File: config.mk
export PLATFORM = sky130hd
export DESIGN_NAME = motion_top
export DESIGN_NICKNAME = d
export VERILOG_FILES = /design/src/logic/motion_pkg.sv /design/src/logic/move_if.sv /design/src/logic/spi_word_port.sv /design/src/logic/command_decoder.sv /design/src/logic/move_queue.sv /design/src/logic/dda_step_gen.sv /design/src/logic/phase_driver.sv /design/src/logic/quad_encoder.sv /design/src/logic/motion_top.sv
export SDC_FILE = /design/constraint.sdc
export NUM_CORES = 2
export LEC_CHECK = 0
export BUFFER_PORTS_ARGS = -buffer_cell sky130_fd_sc_hd__buf_2
export CORE_MARGIN = 8
export CORE_UTILIZATION = 34
export CTS_BUF_LIST = sky130_fd_sc_hd__clkbuf_8
export CTS_CLUSTER_DIAMETER = 200
export DETAILED_ROUTE_END_ITERATION = 10
export HOLD_SLACK_MARGIN = 0.05
export PLACE_DENSITY_LB_ADDON = 0.05
export SLEW_MARGIN = 20
export SYNTH_ARGS = -nofsm -noshare
export SYNTH_HDL_FRONTEND = slang
export SYNTH_SLANG_ARGS = --single-unit
File: constraint.sdc
create_clock -name CLK -period 14.65 [get_ports CLK]
set_input_delay 1.465 -clock CLK [delete_from_list [all_inputs] [get_ports CLK]]
set_output_delay 1.465 -clock CLK [all_outputs]
set_load 0.03 [all_outputs]
File: src/logic/motion_pkg.sv
`default_nettype none

package motion_pkg;

  // Widths shared across the design
  localparam int WORD_W  = 64;
  localparam int CMD_W   = 8;
  localparam int DIV_W   = 8;
  localparam int COUNT_W = 64;

  typedef logic [WORD_W-1:0] word_t;  // One SPI frame

  // Command header, bits 63:56 of the first word
  typedef logic [CMD_W-1:0] cmd_t;

  localparam cmd_t CMD_COORDINATED_STEP = 8'h01;
  localparam cmd_t CMD_MOTOR_ENABLE     = 8'h0a;
  localparam cmd_t CMD_CLK_DIVISOR      = 8'h0b;
  localparam cmd_t CMD_MICROSTEPS       = 8'h0c;
  localparam cmd_t CMD_API_VERSION      = 8'hfe;

  // Reported in reply bits 23:0
  localparam logic [7:0] VERSION_MAJOR = 8'd0;
  localparam logic [7:0] VERSION_MINOR = 8'd1;
  localparam logic [7:0] VERSION_PATCH = 8'd0;

  // One full step in 32.32 fixed point
  localparam logic signed [63:0] STEP_ONE = 64'sh0000_0001_0000_0000;

  // Queued move record
  typedef struct packed {
    logic               dir;
    logic [63:0]        duration;   // Ticks minus one
    logic signed [63:0] increment;  // Velocity, 32.32
    logic signed [63:0] accel;      // Added to increment each tick
  } move_t;

  typedef enum logic [0:0] {
    FULL_STEP = 1'b0,
    HALF_STEP = 1'b1
  } step_mode_t;

endpackage

`default_nettype wire

File: src/logic/move_if.sv
`timescale 1ns/1ps
`default_nettype none

interface move_if #(
  parameter int MOVE_DEPTH = 4
) ();
  import motion_pkg::*;

  logic                        push;       // One cycle, only while not full
  move_t                       push_move;
  logic                        full;
  logic                        pop;        // One cycle, only while not empty
  move_t                       head;
  logic                        empty;
  logic [$clog2(MOVE_DEPTH):0] level;      // Entries held

  modport producer (output push, output push_move, input full);
  modport store (
    input push, input push_move, input pop,
    output full, output head, output empty, output level
  );
  modport consumer (output pop, input head, input empty);

endinterface

`default_nettype wire

File: src/logic/spi_word_port.sv
`timescale 1ns/1ps
`default_nettype none

module spi_word_port #(
  parameter int SYNC_STAGES = 2
) (
  input  wire logic              CLK,
  input  wire logic              rst,
  input  wire logic              sck,
  input  wire logic              cs,
  input  wire logic              copi,
  output logic                   cipo,
  output motion_pkg::word_t      word_rx,
  output logic                   word_strobe,
  input  wire motion_pkg::word_t word_tx
);
  import motion_pkg::*;

  logic [SYNC_STAGES-1:0] sck_sync;
  logic [SYNC_STAGES-1:0] cs_sync;
  logic [SYNC_STAGES-1:0] copi_sync;
  logic                   sck_q;
  logic                   cs_q;
  logic                   sck_rise;
  logic                   sck_fall;
  logic                   cs_rise;
  logic                   cs_fall;
  word_t                  rx_reg;
  word_t                  tx_reg;

  // Bring the pins into CLK, keep last value for edge detect
  always_ff @(posedge CLK) begin
    if (rst) begin
      sck_sync  <= '0;
      cs_sync   <= '1;   // Bus idle
      copi_sync <= '0;
      sck_q     <= 1'b0;
      cs_q      <= 1'b1;
    end else begin
      sck_sync  <= {sck_sync[SYNC_STAGES-2:0], sck};
      cs_sync   <= {cs_sync[SYNC_STAGES-2:0], cs};
      copi_sync <= {copi_sync[SYNC_STAGES-2:0], copi};
      sck_q     <= sck_sync[SYNC_STAGES-1];
      cs_q      <= cs_sync[SYNC_STAGES-1];
    end
  end

  assign sck_rise = sck_sync[SYNC_STAGES-1] & ~sck_q;
  assign sck_fall = ~sck_sync[SYNC_STAGES-1] & sck_q;
  assign cs_rise  = cs_sync[SYNC_STAGES-1] & ~cs_q;
  assign cs_fall  = ~cs_sync[SYNC_STAGES-1] & cs_q;

  // Mode 0, MSB first
  always_ff @(posedge CLK) begin
    if (rst) begin
      tx_reg      <= '0;
      word_strobe <= 1'b0;
    end else begin
      word_strobe <= cs_rise;
      if (cs_fall) tx_reg <= word_tx;  // Reply goes out this frame
      else if (sck_fall && !cs_q) tx_reg <= {tx_reg[WORD_W-2:0], 1'b0};
    end
  end

  always_ff @(posedge CLK) begin
    if (sck_rise && !cs_q) rx_reg <= {rx_reg[WORD_W-2:0], copi_sync[SYNC_STAGES-1]};
  end

  assign word_rx = rx_reg;
  assign cipo    = tx_reg[WORD_W-1];

endmodule

`default_nettype wire

File: src/logic/command_decoder.sv
`timescale 1ns/1ps
`default_nettype none

module command_decoder (
  input  wire logic                              CLK,
  input  wire logic                              rst,
  input  wire motion_pkg::word_t                 word_rx,
  input  wire logic                              word_strobe,
  output motion_pkg::word_t                      word_tx,
  input  wire logic signed [motion_pkg::COUNT_W-1:0] count,
  output logic                                   enable,
  output motion_pkg::step_mode_t                 step_mode,
  output logic [motion_pkg::DIV_W-1:0]           clk_divisor,
  move_if.producer                               mv
);
  import motion_pkg::*;

  cmd_t                     hdr;        // Header of command in progress
  logic [1:0]               word_idx;   // Next word of a move
  logic                     in_move;
  cmd_t                     rx_cmd;
  move_t                    rec;
  logic signed [COUNT_W-1:0] count_snap;

  assign in_move = (hdr == CMD_COORDINATED_STEP);
  assign rx_cmd  = word_rx[63:56];

  always_ff @(posedge CLK) begin
    if (rst) begin
      hdr         <= '0;
      word_idx    <= '0;
      enable      <= 1'b0;
      step_mode   <= FULL_STEP;
      clk_divisor <= 8'd40;
      word_tx     <= '0;
      mv.push     <= 1'b0;
    end else begin
      mv.push <= 1'b0;
      if (word_strobe) begin
        word_tx <= '0;  // Most replies are empty
        if (!in_move) begin
          hdr      <= rx_cmd;
          word_idx <= 2'd1;
          case (rx_cmd)
            CMD_MOTOR_ENABLE: enable      <= word_rx[0];
            CMD_CLK_DIVISOR:  clk_divisor <= word_rx[DIV_W-1:0];
            CMD_MICROSTEPS:   step_mode   <= step_mode_t'(word_rx[0]);
            CMD_API_VERSION:  word_tx     <= {40'd0, VERSION_MAJOR, VERSION_MINOR,
                                              VERSION_PATCH};
            default: ;
          endcase
        end else begin
          word_idx <= word_idx + 2'd1;
          if (word_idx == 2'd2) word_tx <= count_snap;  // Encoder at move start
          if (word_idx == 2'd3) begin
            mv.push <= ~mv.full;  // Dropped when the queue is full
            hdr     <= '0;
          end
        end
      end
    end
  end

  // Move fields collect as the words arrive
  always_ff @(posedge CLK) begin
    if (word_strobe) begin
      if (!in_move) begin
        rec.dir    <= word_rx[0];
        count_snap <= count;
      end else begin
        case (word_idx)
          2'd1:    rec.duration  <= word_rx;
          2'd2:    rec.increment <= word_rx;
          default: rec.accel     <= word_rx;
        endcase
      end
    end
  end

  assign mv.push_move = rec;

endmodule

`default_nettype wire

File: src/logic/move_queue.sv
`timescale 1ns/1ps
`default_nettype none

module move_queue #(
  parameter int MOVE_DEPTH = 4
) (
  input wire logic CLK,
  input wire logic rst,
  move_if.store    mv
);
  import motion_pkg::*;

  localparam int AW = $clog2(MOVE_DEPTH);

  move_t       mem [MOVE_DEPTH];
  logic [AW:0] wr_ptr;   // Extra bit tells full from empty
  logic [AW:0] rd_ptr;

  always_ff @(posedge CLK) begin
    if (rst) begin
      wr_ptr <= '0;
      rd_ptr <= '0;
    end else begin
      if (mv.push && !mv.full) wr_ptr <= wr_ptr + 1'b1;
      if (mv.pop && !mv.empty) rd_ptr <= rd_ptr + 1'b1;
    end
  end

  always_ff @(posedge CLK) begin
    if (mv.push && !mv.full) mem[wr_ptr[AW-1:0]] <= mv.push_move;
  end

  assign mv.level = wr_ptr - rd_ptr;
  assign mv.full  = (mv.level == (AW+1)'(MOVE_DEPTH));
  assign mv.empty = (mv.level == '0);
  assign mv.head  = mem[rd_ptr[AW-1:0]];  // Oldest entry

endmodule

`default_nettype wire

File: src/logic/dda_step_gen.sv
`timescale 1ns/1ps
`default_nettype none

module dda_step_gen (
  input  wire logic                        CLK,
  input  wire logic                        rst,
  input  wire logic [motion_pkg::DIV_W-1:0] clk_divisor,
  move_if.consumer                         mv,
  output logic                             step,
  output logic                             dir,
  output logic                             move_done
);
  import motion_pkg::*;

  logic                busy;        // Move loaded and running
  logic [DIV_W-1:0]    div_cnt;     // Cycles to next tick
  logic [63:0]         ticks_left;
  logic signed [63:0]  acc;         // Substep position, 32.32
  logic signed [63:0]  acc_next;
  logic signed [63:0]  inc;
  logic signed [63:0]  accel;
  logic                tick;

  assign tick   = busy && (div_cnt == '0);
  assign mv.pop = ~busy & ~mv.empty;
  assign step   = (acc >= STEP_ONE);  // Crossed on the previous tick

  always_comb begin
    acc_next = acc;
    if (step) acc_next = acc_next - STEP_ONE;
    if (tick) acc_next = acc_next + inc;
  end

  always_ff @(posedge CLK) begin
    if (rst) begin
      busy       <= 1'b0;
      div_cnt    <= '0;
      ticks_left <= '0;
      acc        <= '0;
      dir        <= 1'b0;
      move_done  <= 1'b0;
    end else if (mv.pop) begin
      busy       <= 1'b1;
      div_cnt    <= clk_divisor;
      ticks_left <= mv.head.duration;
      acc        <= '0;   // Fresh start per move
      dir        <= mv.head.dir;
    end else begin
      acc <= acc_next;
      if (tick) begin
        div_cnt <= clk_divisor;
        if (ticks_left == '0) begin
          busy      <= 1'b0;
          move_done <= ~move_done;
        end else begin
          ticks_left <= ticks_left - 64'd1;
        end
      end else if (busy) begin
        div_cnt <= div_cnt - 1'b1;
      end
    end
  end

  // Velocity ramps once per tick
  always_ff @(posedge CLK) begin
    if (mv.pop) begin
      inc   <= mv.head.increment;
      accel <= mv.head.accel;
    end else if (tick) begin
      inc <= inc + accel;
    end
  end

endmodule

`default_nettype wire

File: src/logic/phase_driver.sv
`timescale 1ns/1ps
`default_nettype none

module phase_driver (
  input  wire logic                   CLK,
  input  wire logic                   rst,
  input  wire logic                   step,
  input  wire logic                   dir,
  input  wire logic                   enable,
  input  wire motion_pkg::step_mode_t step_mode,
  output logic                        phase_a1,
  output logic                        phase_a2,
  output logic                        phase_b1,
  output logic                        phase_b2
);
  import motion_pkg::*;

  logic [2:0] seq_idx;
  logic [2:0] delta;
  logic [3:0] pattern;  // {a1, a2, b1, b2}

  assign delta = (step_mode == FULL_STEP) ? 3'd2 : 3'd1;

  always_ff @(posedge CLK) begin
    if (rst) seq_idx <= '0;
    else if (step) seq_idx <= dir ? seq_idx + delta : seq_idx - delta;
  end

  // Half-step table, even entries drive both coils
  always_comb begin
    case (seq_idx)
      3'd0: pattern = 4'b1010;  // A+ B+
      3'd1: pattern = 4'b0010;
      3'd2: pattern = 4'b0110;  // A- B+
      3'd3: pattern = 4'b0100;
      3'd4: pattern = 4'b0101;  // A- B-
      3'd5: pattern = 4'b0001;
      3'd6: pattern = 4'b1001;  // A+ B-
      default: pattern = 4'b1000;
    endcase
  end

  // Coils released while disabled
  assign {phase_a1, phase_a2, phase_b1, phase_b2} = enable ? pattern : 4'b0000;

endmodule

`default_nettype wire

File: src/logic/quad_encoder.sv
`timescale 1ns/1ps
`default_nettype none

module quad_encoder #(
  parameter int SYNC_STAGES = 2
) (
  input  wire logic                               CLK,
  input  wire logic                               rst,
  input  wire logic                               a,
  input  wire logic                               b,
  output logic signed [motion_pkg::COUNT_W-1:0]   count,
  output logic                                    fault
);

  logic [SYNC_STAGES-1:0] a_sync;
  logic [SYNC_STAGES-1:0] b_sync;
  logic                   a_s;
  logic                   b_s;
  logic                   a_q;
  logic                   b_q;

  assign a_s = a_sync[SYNC_STAGES-1];
  assign b_s = b_sync[SYNC_STAGES-1];

  always_ff @(posedge CLK) begin
    if (rst) begin
      a_sync <= '0;
      b_sync <= '0;
      a_q    <= 1'b0;
      b_q    <= 1'b0;
      count  <= '0;
      fault  <= 1'b0;
    end else begin
      a_sync <= {a_sync[SYNC_STAGES-2:0], a};
      b_sync <= {b_sync[SYNC_STAGES-2:0], b};
      a_q    <= a_s;
      b_q    <= b_s;
      if ((a_s != a_q) && (b_s != b_q)) begin
        fault <= 1'b1;  // Lost a state, sticky
      end else if ((a_s != a_q) || (b_s != b_q)) begin
        // x4 decode, up when A leads
        if (a_s ^ b_q) count <= count + 64'sd1;
        else count <= count - 64'sd1;
      end
    end
  end

endmodule

`default_nettype wire

File: src/logic/motion_top.sv
`timescale 1ns/1ps
`default_nettype none

module motion_top #(
  parameter int MOVE_DEPTH  = 4,
  parameter int SYNC_STAGES = 2
) (
  input  wire logic CLK,
  input  wire logic rst,
  input  wire logic sck,
  input  wire logic cs,
  input  wire logic copi,
  input  wire logic enc_a,
  input  wire logic enc_b,
  output logic      cipo,
  output logic      phase_a1,
  output logic      phase_a2,
  output logic      phase_b1,
  output logic      phase_b2,
  output logic      buffer_ready,
  output logic      move_done,
  output logic      encoder_fault
);
  import motion_pkg::*;

  word_t                     word_rx;
  word_t                     word_tx;
  logic                      word_strobe;
  logic signed [COUNT_W-1:0] count;
  logic                      enable;
  step_mode_t                step_mode;
  logic [DIV_W-1:0]          clk_divisor;
  logic                      step;
  logic                      dir;

  move_if #(.MOVE_DEPTH(MOVE_DEPTH)) mv ();

  spi_word_port #(.SYNC_STAGES(SYNC_STAGES)) spi_word_port_inst (
    .CLK, .rst, .sck, .cs, .copi, .cipo, .word_rx, .word_strobe, .word_tx
  );

  command_decoder command_decoder_inst (
    .CLK, .rst, .word_rx, .word_strobe, .word_tx, .count,
    .enable, .step_mode, .clk_divisor, .mv(mv.producer)
  );

  move_queue #(.MOVE_DEPTH(MOVE_DEPTH)) move_queue_inst (.CLK, .rst, .mv(mv.store));

  dda_step_gen dda_step_gen_inst (
    .CLK, .rst, .clk_divisor, .mv(mv.consumer), .step, .dir, .move_done
  );

  phase_driver phase_driver_inst (
    .CLK, .rst, .step, .dir, .enable, .step_mode,
    .phase_a1, .phase_a2, .phase_b1, .phase_b2
  );

  quad_encoder #(.SYNC_STAGES(SYNC_STAGES)) quad_encoder_inst (
    .CLK, .rst, .a(enc_a), .b(enc_b), .count, .fault(encoder_fault)
  );

  assign buffer_ready = ~mv.full;  // Host may send another move

endmodule

`default_nettype wire

==> metrics.csv <==
stage,metric,value,unit
cells_and_area,largest_reg_flops,772,
placed_design,dp_hpwl,113000,µm
cells_and_area,seqCellArea,44300,µm²
clock_network,clockBufferDepth,4,
grt,grt_pass1_wl,276000,µm
setup_path,startpoint_type,flip-flop,
cells_and_area,final_cell_mix,"edfxtp_1 (1221), nor2_1 (475), a21oi_1 (440)",
yosys,synth_area,69300,µm²
clock_network,cts_buffers,302,
sta,tightestPinTransition,1.06,ns
placed_design,place_ws,8.67,ns
grt,grt_pass1_vias,43900,
sta,drv_slew,0,
sta,timing.final.crit_period,5.98,ns
yosys,ys_ff_latch,1600,
setup_path,r2r_cells,20,
sta,rsz0062_at_grt,no,
sta,setup_violations,0,
setup_path,critPathSlowestCell,a311oi_2,
floorplan,start_util,0.342,
sta,clock-skew-final,0.101,ns
power_and_ir_drop,p_per_area,214,nW/µm²
clock_network,h-tree-depth,5,
power_and_ir_drop,p_leak,25.8,nW
clock_network,root_buffer,clkbuf_8,
cells_and_area,fin_nets,5542,
cells_and_area,drive_above_1_share,0.127,
sta,setup_tns,0,ns
min_path,holdPathEnd,spi_word_port_inst.cs_sync[1],
setup_path,critPathKind,flip-flop to flip-flop,
min_path,hp-class,flip-flop to flip-flop,
yosys,synth_edf_count,1221,
power_and_ir_drop,vdd_drop_max,0.115,mV
cells_and_area,nFillCells,19300,
grt,grt_max_degree,155,
setup_path,r2r_start,dda_step_gen_inst.acc[36],
placed_design,gp_congestion,0.830,
yosys,ys_types,88,
yosys,syn_nets,5434,
setup_path,cp_max_fo,9,
setup_path,path_delay_family,compound AO/OA/AOI/OAI gates,
setup_path,slowest_delay,0.77,ns
yosys,synth-warning-count,0,
route,vias_per_cell,5.17,
floorplan,die_h,468,µm
setup_path,reg2reg_to,dda_step_gen_inst.acc[61],
placed_design,place.port_buffers,14,
job,max_cap_viol_count,0,
clock_network,cts_hold_buf,0,
sta,final_hold_viol_count,0,
floorplan,rows,165,
setup_path,worst_path_most_repeated_cell,a21o_1,
route,drc,0,
floorplan,fp.dieW,468,µm
clock_network,cts_resized,0,
route,drt-initial-drc-count,2792,
clock_network,path_clk_slew,0.06,ns
yosys,synth.top_cell.area_share,0.529,
floorplan,core-area,203000,µm²
grt,antenna_found_initial,6,
yosys,async_reset_ff_frac,0,
yosys,synth.area.top_cells,"edfxtp_1 (53%), dfxtp_1 (11%), mux4_2 (6.3%)",
clock_network,cts_sinks,1600,
clock_network,cts_tree,built,
setup_path,path_buf_inv,0,
setup_path,r2r_slack,8.67,ns
yosys,seq_area_frac_synth,0.638,
setup_path,cp.arrival,6.83,ns
sta,slew_headroom,0.295,
cells_and_area,multi_input_area,23800,µm²
yosys,ys.flop_type,edfxtp_1,
yosys,synthCells,5218,
setup_path,crit_required,15.50,ns
power_and_ir_drop,power.total,16.6,mW
clock_network,postCtsSetupBuffers,0,
floorplan,ioPinCount,15,
sta,fin_crit_sh,0.408,
status,status,completed,
min_path,min_path_cells,1,
route,drt-total-wl,181000,µm
yosys,yosysTopAreaCell,edfxtp_1,
yosys,syn_area_per_cell,13.3,µm²
grt,grt_util_all_layers,0.163,
route,num_vias,42500,
cells_and_area,layout_commonest_cell,edfxtp_1,
floorplan,die-area,219000,µm²
cells_and_area,area_delta_synth_final,11.9,%
setup_path,crit_chain,or4_4 -> or4_4 -> nor4_4 -> and4_1 -> o21bai_2 -> and2_1 -> nand2_1 -> xnor2_1 -> ha_1 -> a21o_1 -> a21o_1 -> a21o_1 -> a21oi_1 -> o21ai_0 -> a311oi_2 -> o21ai_1 -> a41o_1 -> a221oi_1 -> xor2_1 -> o21ai_1,
sta,setup_ws,8.67,ns
route,wire_per_inst,22.0,µm
setup_path,endpoint_kind,flip-flop,
clock_network,insertion_delay,1.03,ns
route,first_pass_iters,8,
route,ant_nets,0,
sta,max_freq,167,MHz
min_path,holdCritStartpoint,spi_word_port_inst.cs_sync[0],
grt,grt-ovfl-total,0,
==> layer usage <==
metal	GRT usage	vias up	share of wire	wire, µm
met5	0	-	0	0
met4	0.0511	0	0.029	5220
met3	0.0269	361	0.040	7200
met2	0.258	799	0.45	81800
met1	0.231	21200	0.48	86800
li1	-	20100	-	-
==> cell type report <==
class                      count  area share
antenna                        6    0.000194
tap                         2672      0.0431
inverter                      73     0.00365
clock inverter               189      0.0101
clock buffer                 324      0.0575
timing repair buffer          70     0.00726
multi-input combinational   3279       0.307
sequential                  1600       0.571
==> cell families (layout without fill, tap and decap cells) <==
group	after synthesis	after routing	share of synthesized area
other	0	6	0
and+or+nand+nor	1361	1361	0.0930
xor gates and xnor gates	218	218	0.0277
adders and majority gates	209	209	0.0382
buffers and inverters	339	656	0.0189
muxes	302	302	0.0784
DFF	1600	1600	0.638
AOI/OAI and AO/OA	1189	1189	0.105
==> power breakdown <==
group | total (mW) | internal [mW] | switching (mW) | leakage (nW)
registers | 5.84 | 5.41 | 0.424 | 13.2
clock network | 3.88 | 2.02 | 1.86 | 3.08
logic | 6.87 | 2.64 | 4.23 | 9.54
==> Yosys cell counts (29+ instances only) <==
| master | number |
|---|---|
| buf_1 | 48 |
| a31oi_1 | 29 |
| nor2b_1 | 97 |
| and3_1 | 33 |
| a211oi_1 | 112 |
| inv_1 | 72 |
| edfxtp_1 | 1221 |
| nand4_1 | 48 |
| nand2b_1 | 41 |
| a21oi_1 | 440 |
| nand2_1 | 354 |
| xnor2_1 | 127 |
| nand3_1 | 87 |
| clkbuf_1 | 206 |
| nor4_1 | 29 |
| nor2_1 | 475 |
| a21o_1 | 140 |
| xor2_1 | 90 |
| o21ai_0 | 228 |
| ha_1 | 205 |
| o21bai_1 | 35 |
| mux4_2 | 193 |
| mux2i_1 | 109 |
| nor3_1 | 71 |
| dfxtp_1 | 379 |
==> worst max path at each step <==
stage | to | slack [ns] | cells after the start | startpoint
floorplan | move_queue_inst.mem[3][0] | 8.27 | 6 | move_queue_inst.wr_ptr[0]
global placement | dda_step_gen_inst.acc[61] | 8.66 | 20 | dda_step_gen_inst.acc[17]
detailed placement | dda_step_gen_inst.acc[61] | 8.67 | 20 | dda_step_gen_inst.acc[17]
CTS | dda_step_gen_inst.acc[61] | 8.60 | 20 | dda_step_gen_inst.acc[17]
global route | dda_step_gen_inst.acc[61] | 8.32 | 20 | dda_step_gen_inst.acc[36]
finish | dda_step_gen_inst.acc[61] | 8.67 | 20 | dda_step_gen_inst.acc[36]
==> through the flow <==
step	cells	area, µm²	hold slack, ns	utilization
final	8213	77600	0.409	0.383
after global routing	8208	77600	0.419	0.383
after CTS	8207	77500	0.410	0.383
after detailed placement	7694	72300	0.396	0.357
after global placement	7694	72300	0.393	0.357
after floorplan	5218	69300	0.386	-
Power figures use the tool's default switching activity.
